## config.mk

```make
export PLATFORM = sky130hd
export DESIGN_NAME = axibram_write
export DESIGN_NICKNAME = d
export VERILOG_FILES = /design/src/hw/axi_pkg.sv /design/src/hw/axibram_write.sv /design/src/hw/fifo_same_clock.sv
export SDC_FILE = /design/constraint.sdc
export NUM_CORES = 1
export LEC_CHECK = 0
export BUFFER_PORTS_ARGS = -buffer_cell sky130_fd_sc_hd__buf_2
export CORE_AREA = 10 10 245 247
export CTS_BUF_LIST = sky130_fd_sc_hd__clkbuf_8
export CTS_CLUSTER_SIZE = 40
export DETAILED_ROUTE_END_ITERATION = 8
export DIE_AREA = 0 0 255 257
export PLACE_DENSITY = 0.76
export SLEW_MARGIN = 20
export SYNTH_ARGS = -nofsm -noshare
export SYNTH_HDL_FRONTEND = slang
export SYNTH_SLANG_ARGS = --single-unit
```

## constraint.sdc

```tcl
create_clock -name aclk -period 5 [get_ports aclk]
set_input_delay 0.75 -clock aclk [delete_from_list [all_inputs] [get_ports aclk]]
set_output_delay 0.75 -clock aclk [all_outputs]
set_load 0.02 [all_outputs]
```

## src/hw/axi_pkg.sv

```systemverilog
// AXI3 write channel types and field widths
// shared by the write slave and the top level
`default_nettype none

package axi_pkg;

   typedef enum logic [1:0] {
      FIXED    = 2'b00,   // same address every beat
      INCR     = 2'b01,   // word address steps by one
      WRAP     = 2'b10,   // steps inside an aligned window
      RESERVED = 2'b11    // beats consumed, nothing written
   } axi_burst_e;

   typedef enum logic [1:0] {
      OKAY   = 2'b00,
      EXOKAY = 2'b01,
      SLVERR = 2'b10,     // returned for reserved bursts
      DECERR = 2'b11
   } axi_resp_e;

   localparam int AXI_ADDR_W = 32;   // byte address
   localparam int AXI_ID_W   = 12;
   localparam int AXI_LEN_W  = 4;    // 1 to 16 beats
   localparam int AXI_DATA_W = 32;
   localparam int AXI_STRB_W = 4;    // one bit per byte lane

endpackage

`default_nettype wire
```

## src/hw/axibram_write.sv

```systemverilog
// AXI3 write slave: queues address, data and response, walks burst addresses
// and writes one beat per cycle while the selected device is ready
`default_nettype none

module axibram_write #(
   parameter int ADDRESS_BITS = 10           // word address bits
) (
   input  wire                              aclk,
   input  wire                              rst,
   input  wire  [axi_pkg::AXI_ADDR_W-1:0]   awaddr,
   input  wire                              awvalid,
   output logic                             awready,
   input  wire  [axi_pkg::AXI_ID_W-1:0]     awid,
   input  wire  [axi_pkg::AXI_LEN_W-1:0]    awlen,
   input  wire  [1:0]                       awsize,
   input  wire  axi_pkg::axi_burst_e        awburst,
   input  wire  [axi_pkg::AXI_DATA_W-1:0]   wdata,
   input  wire                              wvalid,
   output logic                             wready,
   input  wire  [axi_pkg::AXI_ID_W-1:0]     wid,
   input  wire                              wlast,
   input  wire  [axi_pkg::AXI_STRB_W-1:0]   wstrb,
   output logic                             bvalid,
   input  wire                              bready,
   output logic [axi_pkg::AXI_ID_W-1:0]     bid,
   output axi_pkg::axi_resp_e               bresp,
   output logic [ADDRESS_BITS-1:0]          pre_awaddr,
   output logic                             start_burst,
   input  wire                              dev_ready,
   output logic [ADDRESS_BITS-1:0]          bram_waddr,
   output logic                             bram_wen,
   output logic [axi_pkg::AXI_STRB_W-1:0]   bram_wstrb,
   output logic [axi_pkg::AXI_DATA_W-1:0]   bram_wdata
);
   import axi_pkg::*;

   localparam int AQ_W = AXI_ID_W + 2 + AXI_LEN_W + ADDRESS_BITS;
   localparam int WQ_W = AXI_ID_W + 1 + AXI_STRB_W + AXI_DATA_W;
   localparam int BQ_W = AXI_ID_W + 2;

   logic [AQ_W-1:0]         aw_head;
   logic [WQ_W-1:0]         w_head;
   logic [BQ_W-1:0]         b_head;
   logic                    aw_nempty;
   logic                    aw_half;
   logic                    w_nempty;
   logic                    w_half;
   logic                    b_half;

   logic [AXI_ID_W-1:0]     aw_id;     // address queue head fields
   axi_burst_e              aw_burst;
   logic [AXI_LEN_W-1:0]    aw_len;
   logic [ADDRESS_BITS-1:0] aw_addr;

   logic                    in_prog;   // beats remain after the start beat
   logic [AXI_LEN_W-1:0]    left;      // remaining beats minus one
   logic [ADDRESS_BITS-1:0] addr_r;
   axi_burst_e              burst_r;
   logic [AXI_LEN_W-1:0]    len_r;
   logic [AXI_ID_W-1:0]     id_r;
   logic                    dev_ready_r;

   logic                    go;
   logic                    mid_beat;
   logic                    beat;
   logic                    last_beat;
   axi_burst_e              cur_burst;
   logic [AXI_LEN_W-1:0]    cur_len;
   logic [AXI_ID_W-1:0]     cur_id;
   logic [ADDRESS_BITS-1:0] wrap_mask;
   logic [ADDRESS_BITS-1:0] next_addr;
   axi_resp_e               resp_in;

   assign aw_id    = aw_head[AQ_W-1 -: AXI_ID_W];
   assign aw_burst = axi_burst_e'(aw_head[AXI_LEN_W+ADDRESS_BITS +: 2]);
   assign aw_len   = aw_head[ADDRESS_BITS +: AXI_LEN_W];
   assign aw_addr  = aw_head[ADDRESS_BITS-1:0];

   // a beat needs both last cycle's ready and this cycle's ready
   assign go          = dev_ready_r && dev_ready;
   assign mid_beat    = in_prog && w_nempty && go;
   assign start_burst = !in_prog && aw_nempty && w_nempty && go && !b_half;
   assign beat        = start_burst || mid_beat;
   assign last_beat   = start_burst ? (aw_len == '0) : (mid_beat && left == '0);

   // start beat takes its burst fields straight from the queue head
   assign cur_burst  = start_burst ? aw_burst : burst_r;
   assign cur_len    = start_burst ? aw_len : len_r;
   assign cur_id     = start_burst ? aw_id : id_r;
   assign bram_waddr = start_burst ? aw_addr : addr_r;

   assign wrap_mask = ADDRESS_BITS'(cur_len);   // len+1 is the window size

   always_comb begin
      case (cur_burst)
         INCR:    next_addr = bram_waddr + ADDRESS_BITS'(1);
         WRAP:    next_addr = (bram_waddr & ~wrap_mask) |
                              ((bram_waddr + ADDRESS_BITS'(1)) & wrap_mask);
         default: next_addr = bram_waddr;       // fixed, reserved
      endcase
   end

   always_ff @(posedge aclk or posedge rst) begin
      if (rst) begin
         in_prog     <= 1'b0;
         left        <= '0;
         dev_ready_r <= 1'b0;
      end else begin
         dev_ready_r <= dev_ready;
         if (start_burst) begin
            in_prog <= aw_len != '0;           // single beat ends here
            left    <= aw_len - AXI_LEN_W'(1);
         end else if (mid_beat) begin
            in_prog <= left != '0;
            left    <= left - AXI_LEN_W'(1);
         end
      end
   end

   always_ff @(posedge aclk) begin
      if (start_burst) begin
         burst_r <= aw_burst;
         len_r   <= aw_len;
         id_r    <= aw_id;
      end
      if (beat) addr_r <= next_addr;
   end

   assign awready    = !aw_half;
   assign wready     = !w_half;
   assign pre_awaddr = aw_addr;
   assign bram_wen   = beat && cur_burst != RESERVED;   // reserved beats dropped
   assign bram_wstrb = w_head[AXI_DATA_W +: AXI_STRB_W];
   assign bram_wdata = w_head[AXI_DATA_W-1:0];
   assign resp_in    = (cur_burst == RESERVED) ? SLVERR : OKAY;
   assign bid        = b_head[BQ_W-1 -: AXI_ID_W];
   assign bresp      = axi_resp_e'(b_head[1:0]);

   fifo_same_clock #(.DATA_WIDTH(AQ_W), .DATA_DEPTH(8)) waddr_i (
      .aclk      (aclk),
      .rst       (rst),
      .we        (awvalid && awready),
      .re        (start_burst),
      .data_in   ({awid, awburst, awlen, awaddr[ADDRESS_BITS+1:2]}),
      .data_out  (aw_head),
      .nempty    (aw_nempty),
      .half_full (aw_half)
   );

   // wid and wlast ride along unchecked
   fifo_same_clock #(.DATA_WIDTH(WQ_W), .DATA_DEPTH(8)) wdata_i (
      .aclk      (aclk),
      .rst       (rst),
      .we        (wvalid && wready),
      .re        (beat),
      .data_in   ({wid, wlast, wstrb, wdata}),
      .data_out  (w_head),
      .nempty    (w_nempty),
      .half_full (w_half)
   );

   fifo_same_clock #(.DATA_WIDTH(BQ_W), .DATA_DEPTH(8)) wresp_i (
      .aclk      (aclk),
      .rst       (rst),
      .we        (last_beat),
      .re        (bvalid && bready),
      .data_in   ({cur_id, resp_in}),
      .data_out  (b_head),
      .nempty    (bvalid),
      .half_full (b_half)          // holds off new bursts
   );

   a_awsize_word: assert property (@(posedge aclk) disable iff (rst)
      awvalid |-> awsize == 2'd2)
      else $error("awsize other than 4 bytes");

endmodule

`default_nettype wire

```

## src/hw/fifo_same_clock.sv

```systemverilog
// single-clock FIFO on a register array
// head entry shows on data_out, flags come from the fill count
`default_nettype none

module fifo_same_clock #(
   parameter int DATA_WIDTH = 16,
   parameter int DATA_DEPTH = 8     // entries, power of two
) (
   input  wire                   aclk,
   input  wire                   rst,
   input  wire                   we,
   input  wire                   re,
   input  wire  [DATA_WIDTH-1:0] data_in,
   output logic [DATA_WIDTH-1:0] data_out,
   output logic                  nempty,
   output logic                  half_full
);
   localparam int PW = $clog2(DATA_DEPTH);
   localparam int CW = $clog2(DATA_DEPTH + 1);

   logic [DATA_WIDTH-1:0] ram [DATA_DEPTH];
   logic [PW-1:0]         wptr;
   logic [PW-1:0]         rptr;
   logic [CW-1:0]         fill;       // entries held

   always_ff @(posedge aclk) begin
      if (we) ram[wptr] <= data_in;
   end

   always_ff @(posedge aclk or posedge rst) begin
      if (rst) begin
         wptr <= '0;
         rptr <= '0;
         fill <= '0;
      end else begin
         if (we) wptr <= wptr + PW'(1);   // wraps at depth
         if (re) rptr <= rptr + PW'(1);
         case ({we, re})
            2'b10:   fill <= fill + CW'(1);
            2'b01:   fill <= fill - CW'(1);
            default: ;                    // both or neither, count holds
         endcase
      end
   end

   assign data_out  = ram[rptr];          // first-word fall-through
   assign nempty    = fill != '0;
   assign half_full = fill >= CW'(DATA_DEPTH / 2);

   a_no_overflow: assert property (@(posedge aclk) disable iff (rst)
      !(we && fill == CW'(DATA_DEPTH)))
      else $error("fifo written while full");

   a_no_underflow: assert property (@(posedge aclk) disable iff (rst)
      !(re && !nempty))
      else $error("fifo read while empty");

endmodule

`default_nettype wire

```

=== Word-level counts from Yosys, hierarchy flattened ===
Memory sizes are Yosys's and may differ from the RTL's.
Cells that the tools add are included.

* Reduce and logical (&&, ||, !) cells: 28
* Add/sub/neg operators: 15
* Muxes and demuxes: 20
* Bitwise gates (word level): 4
* Order comparisons: 3
* Eq/ne operators: 10

{| class="wikitable"
|+ Operator list
! kind !! count
|-
| 4-bit case mux with 2 select lines || 3
|-
| 10-bit case mux with 2 select lines || 1
|-
| 4-bit nonzero test || 5
|-
| 4-bit by 1-bit subtractor with 4-bit output (second input constant) || 5
|-
| 3-bit by 1-bit adder with 3-bit output (second input constant) || 6
|-
| 4-bit by 1-bit adder with 4-bit output (second input constant) || 3
|-
| 4-bit by 3-bit >= comparator with 1-bit output (second input constant) || 3
|-
| 1-bit logical AND || 12
|-
| 12-bit 2-to-1 mux || 1
|-
| 4-bit 2-to-1 mux || 3
|-
| 10-bit by 1-bit adder with 10-bit output (second input constant) || 1
|-
| 10-bit bitwise AND || 1
|-
| 10-bit by 4-bit bitwise AND with 10-bit output || 1
|-
| 2-bit == test (second input constant) || 5
|-
| 10-bit 2-to-1 mux || 1
|-
| 4-bit NOT with 10-bit output || 1
|-
| 10-bit bitwise OR || 1
|-
| 1-bit 2-to-1 mux || 9
|-
| 2-bit by 1-bit == test with 1-bit output (second input constant) || 4
|-
| 4-bit logical NOT || 2
|-
| 2-bit nonzero test || 4
|-
| 1-bit logical NOT || 4
|-
| 2-bit 2-to-1 mux || 2
|-
| 2-bit inequality test (second input constant) || 1
|-
| 1-bit logical OR || 1
|}

* Register bits: 64
* Memories: 3
* Logic and storage cells: 99
* Bits of input ports: 107
* Memory bits (writable): 728

{| class="wikitable"
|+ Memories
! memory !! words !! bits a word !! read ports !! clocked after Yosys merged registers in !! wr ports !! RTL line !! RTL
|-
| wdata_i.ram || 8 || 49 || 1 || 0 || 1 || fifo_same_clock.sv:21 || <nowiki>logic [DATA_WIDTH-1:0] ram [DATA_DEPTH];</nowiki>
|-
| waddr_i.ram || 8 || 28 || 1 || 0 || 1 || fifo_same_clock.sv:21 ||
|-
| wresp_i.ram || 8 || 14 || 1 || 0 || 1 || fifo_same_clock.sv:21 ||
|}

=== Logic depth before layout (Yosys ltp) ===
* Depth in word-level cells: 10
* Depth in mapped cells: 16

=== Cells and area by module ===
Synthesis repeated with hierarchy kept, for this count alone.

* Cells, all modules: 1463
* Area, all modules: 31107.3 um2

{| class="wikitable"
|+ By module, submodules not included
! module !! times used !! seq. area each (um2) !! area an instance (um2) !! cells an instance
|-
| fifo_same_clock at wdata_i || 1 || 12021.5 || 15294.7 || 627
|-
| fifo_same_clock at waddr_i || 1 || 6976.7 || 9002.4 || 383
|-
| fifo_same_clock at wresp_i || 1 || 3613.5 || 4823.4 || 222
|-
| axibram_write || 1 || 810.8 || 1986.9 || 231
|}

=== Worst setup path before layout ===
Ideal clock, no wire load.

* Kind: input -> register
* Start: input dev_ready
* End: memory wresp_i.ram[2][10] in the netlist's numbering (enable)
* Cell stages on the path: 10
* Data required time: 4578 ps
* Arrival time: 3899 ps
* Buffers on the path: 4
* Path slack: 679 ps
* Cells stage by stage: nand2_1 -> or4_4 -> buf_6 -> inv_4 -> buf_6 -> or2_2 -> buf_4 -> o21ai_1 -> buf_2 -> nor4b_1

* Cells in the longest elaborated chain, start to end: 6
* Elaborated cells on any way between the ends: 8
* Classes of those cells: mux: 3; reduce/logical: 5

{| class="wikitable"
|+ RTL lines
! item !! RTL line !! RTL
|-
| from (decl) || axibram_write.sv:29 || <nowiki>input wire dev_ready,</nowiki>
|-
| 1-bit logical AND * || axibram_write.sv:80 || <nowiki>assign go = dev_ready_r && dev_ready;</nowiki>
|-
| 1-bit logical AND (on tied branches) || axibram_write.sv:81, axibram_write.sv:82 ||
|-
| 1-bit logical AND (on tied branches) || axibram_write.sv:84, axibram_write.sv:82 ||
|-
| 1-bit 2-to-1 mux * || axibram_write.sv:84 || <nowiki>assign last_beat = start_burst ? (aw_len == '0) : (mid_beat && left == '0);</nowiki>
|-
| 1-bit 2-to-1 mux * || fifo_same_clock.sv:27 || <nowiki>if (we) ram[wptr] <= data_in;</nowiki>
|-
| 1-bit 2-to-1 mux (implied by the code) * || fifo_same_clock.sv:27 ||
|-
| to (decl) || fifo_same_clock.sv:21 ||
|}

Mark *: on every way between the ends. The rest lies on a longest branch, timed or not.

=== Worst setup path after layout ===
* Start: register wresp_i.fill[2]
* End: output bram_wen

* Cells in the longest elaborated chain, start to end: 6
* Elaborated cells on any way between the ends: 7
* Classes of those cells: order compare: 1; eq/ne: 1; mux: 1; reduce/logical: 4

{| class="wikitable"
|+ RTL lines
! item !! RTL line !! RTL
|-
| from (decl) || fifo_same_clock.sv:24 || <nowiki>logic [CW-1:0] fill;</nowiki>
|-
| from (signal assigned) || fifo_same_clock.sv:39 || <nowiki>2'b10: fill <= fill + CW'(1);</nowiki>
|-
| from (signal assigned) || fifo_same_clock.sv:40 || <nowiki>2'b01: fill <= fill - CW'(1);</nowiki>
|-
| 4-bit by 3-bit >= comparator with 1-bit output || fifo_same_clock.sv:48 || <nowiki>assign half_full = fill >= CW'(DATA_DEPTH / 2);</nowiki>
|-
| 1-bit logical NOT || axibram_write.sv:82 || <nowiki>assign start_burst = !in_prog && aw_nempty && w_nempty && go && !b_half;</nowiki>
|-
| 1-bit logical AND || axibram_write.sv:82 ||
|-
| 2-bit 2-to-1 mux || n/a ||
|-
| named net cur_burst[0] || axibram_write.sv:67 || <nowiki>axi_burst_e cur_burst;</nowiki>
|-
| 2-bit inequality test || axibram_write.sv:132 || <nowiki>assign bram_wen = beat && cur_burst != RESERVED;</nowiki>
|-
| 1-bit logical AND || axibram_write.sv:132 ||
|-
| to (decl) || axibram_write.sv:31 || <nowiki>output logic bram_wen,</nowiki>
|}

The timed path passes the listed nets, and every way through them passes these cells.

==> results.sh <==
export IMPL_grtUsageTotal_pct=16.25
export IMPL_cp_slowest_cell="or4_4"
export IMPL_netSwitchingPower_uw=5537
export IMPL_placed_cell_area_mm2=0.02837
export IMPL_ctsHoldBuffers=0
export IMPL_dp_cells=2086
export IMPL_place_gp_congestion=0.7752
export IMPL_power_internal_uw=11660
export IMPL_cts_tree="yes"
export IMPL_floorplan_die_width_um=255
export IMPL_core_region_area_mm2=0.05488
export IMPL_end_kind="output port"
export IMPL_cts_buffer_depth=3
export IMPL_hold_viol_final=0
export IMPL_synth_edf_count=626
export IMPL_die_height_um=257
export IMPL_drive_gt1_share_pct=36.89
export IMPL_routed_wirelength_um=52820
export IMPL_arrival_ns=3.70
export IMPL_crit_chain="or3_4 -> or4_4 -> inv_4 -> nand2_1 -> o21ai_0 -> inv_1 -> ha_1 -> nor2b_1 -> buf_2"
export IMPL_fin_cells=2281
export IMPL_grt_max_degree=47
export IMPL_relSlewSlack_pct=26.30
export IMPL_p_comb_share_pct=29.4
export IMPL_start_util_pct=48.48
export IMPL_root_buffer="clkbuf_8"
export IMPL_ys_seq_area_share_pct=75.39
export IMPL_fin_crit_ns=4.452
export IMPL_drt_initial_drc_count=1011
export IMPL_r2r_start="wresp_i.fill[2]"
export IMPL_yosysWarnings=0
export IMPL_ant_nets=0
export IMPL_fin_nets=1618
export IMPL_crit_fanout=34
export IMPL_dp_final_hpwl_um=31450
export IMPL_htreeDepth=3
export IMPL_ys_flop_type="edfxtp_1"
export IMPL_syn_to_final_growth_pct=14.24
export IMPL_pin_count=182
export IMPL_grt_pass1_vias=13600
export IMPL_ctsResizeCount=0
export IMPL_worst_r2r_path_depth=12
export IMPL_drc_errors=0
export IMPL_cts_buffers=104
export IMPL_fmax_mhz=224.6
export IMPL_critPathLaunchType="register"
export IMPL_outcome="complete, no violations"
export IMPL_fillers=4092
export IMPL_p_seq_share_pct=45.0
export IMPL_grt_first_pass_wirelength_um=80790
export IMPL_ys_ff_latch=680
export IMPL_clk_pin_slew_ns=0.07
export IMPL_ys_async_sr_fraction_pct=5.294
export IMPL_io_buffer_count=143
export IMPL_avgSynthCellArea_um2=21.10
export IMPL_clkPwrFrac_pct=25.6
export IMPL_grt_overflow_total=0
export IMPL_irDropWorstVdd_v=0.0004018
export IMPL_first_pass_iters=4
export IMPL_rsz0062_at_grt="false"
export IMPL_max_stage_delay_ns=0.66
export IMPL_cts_setup_buffers=0
export IMPL_finalSetupTns_ns=0
export IMPL_drt_wirelength_per_cell_um=23.16
export IMPL_cap_violations=0
export IMPL_ys_types=57
export IMPL_skew_ns=0.04997
export IMPL_period_share_pct=89.05
export IMPL_stdcell_area_mm2=0.03040
export IMPL_hold_class="input pin to async pin"
export IMPL_rows=86
export IMPL_clk_latency_ns=0.73
export IMPL_finalMaxSlewViolations=0
export IMPL_synthCells=1261
export IMPL_path_buf_inv=3
export IMPL_crit_type="register to output port"
export IMPL_viasPerCell=5.603
export IMPL_syn_cell_area_mm2=0.02661
export IMPL_finalSetupViolCount=0
export IMPL_clock_sinks=680
export IMPL_die_area_mm2=0.06554
export IMPL_timing_rr_end="wresp_i.fill[3]"
export IMPL_place_ws_ns=0.7134
export IMPL_p_leak_uw=0.01020
export IMPL_timing_final_ws_setup_ns=0.5476
export IMPL_worst_pin_slew_ns=1.106
export IMPL_reg2reg_slack_ns=1.05
export IMPL_syn_nets=1391
export IMPL_critPathRequiredTime_ns=4.25
export IMPL_path_delay_family="simple AND/OR/NAND/NOR gates"
export IMPL_switching_share_pct=32.19
export IMPL_vias=12780
export IMPL_antenna_found_initial=5
export IMPL_power_density_mw_per_mm2=565.9
==> logic make-up after synthesis <==
family	after synthesis	synth area share (%)
other	1	0.01409
xor gates and xnor gates	23	0.7571
and+or+nand+nor	137	2.680
AOI/OAI and AO/OA	67	1.900
adders and majority gates	23	1.166
muxes	251	16.82
DFF	680	75.39
buffers and inverters	79	1.274
==> synthesized netlist by cell type, types with 11 or more instances <==
cell type,instances,share of area (%)
ha_1,20,0.94
mux4_2,150,13
mux2_2,68,2.9
edfxtp_1,626,71
nand3_1,11,0.21
o21ai_0,23,0.43
buf_1,20,0.28
mux2i_1,33,1.2
xnor2_1,16,0.53
inv_1,21,0.30
dfxtp_1,18,1.4
clkbuf_1,23,0.32
nor2_1,34,0.48
nand2_1,41,0.58
dfrtp_1,36,3.4
==> metal layers <==
metal	wire (µm)	global-route usage, %	up-vias
met1	21370	20.57	6636
met5	59	0	-
li1	-	-	5649
met2	26810	26.82	395
met4	1085	5.439	8
met3	3501	4.254	93
==> power groups by stage <==
stage | registers (µW) | clock network (µW) | logic, µW
final | 7740 | 4410 | 5060
after detailed placement | 7880 | 0 | 5130
after global routing | 7840 | 4770 | 5480
after floorplan | 7340 | 0 | 4040
after CTS | 7760 | 4500 | 5150
after global placement | 7820 | 0 | 5010
==> flip-flops by register name, summed over array words and instances (netlist names), 4 cells and up <==
register and count:
waddr_i.fill 4, wdata_i.fill 4, len_r 4, wresp_i.ram 104
wresp_i.fill 4, id_r 12, left 4, waddr_i.ram 224
wdata_i.ram 288, addr_r 10
==> worst min-delay path: cells and delay by family <==
family / cells / cell delay, ns
buffers and inverters: 3 / 0.58
==> final cells by class <==
| cell class | instances | area (µm²) | share of cell area (%) |
|---|---|---|---|
| sequential | 680 | 20070 | 66.04 |
| multi-input combinational | 502 | 6342 | 20.87 |
| clock buffer | 110 | 1514 | 4.981 |
| timing repair buffer | 178 | 991.0 | 3.260 |
| tap | 704 | 880.8 | 2.898 |
| clock inverter | 83 | 505.5 | 1.663 |
| inverter | 22 | 85.08 | 0.2799 |
| antenna | 2 | 5.005 | 0.01646 |
==> layout by cell type (no fill, tap or decap), drive strengths merged, types with 5 or more instances in the layout <==
master	instances
dfxtp	18
o211ai	6
buf	178
or4	7
nor2	35
or2	5
nor3	8
nor4b	5
ha	20
nand3	11
mux2i	33
xor2	7
mux2	68
xnor2	16
clkbuf	110
nor2b	8
edfxtp	626
clkinv	45
nand2	41
mux4	150
nand2b	5
a21oi	8
inv	53
o21ai	24
dfrtp	36
==> metrics by stage <==
stage          hold WS, ns  total power (µW)  utilization, %
3_3_place_gp        0.4670             12830           51.69
6_report            0.1841             17200           55.39
4_1_cts             0.1364             17410           55.38
5_1_grt             0.1655             18090           55.39
2_1_floorplan       0.4379             11390               -
3_5_place_dp        0.4773             13000           51.70
==> how the worst max path moves through the flow <==
stage,from,depth (start not counted),end
4_1_cts,wresp_i.fill[2],9,bram_wen
5_1_grt,wdata_i.fill[0],8,bram_wen
3_5_place_dp,dev_ready,13,wresp_i.fill[3]
3_3_place_gp,dev_ready,13,wresp_i.fill[3]
2_1_floorplan,dev_ready,10,wresp_i.ram[2][10]
6_report,wresp_i.fill[2],9,bram_wen
Power figures use the tool's default switching activity.
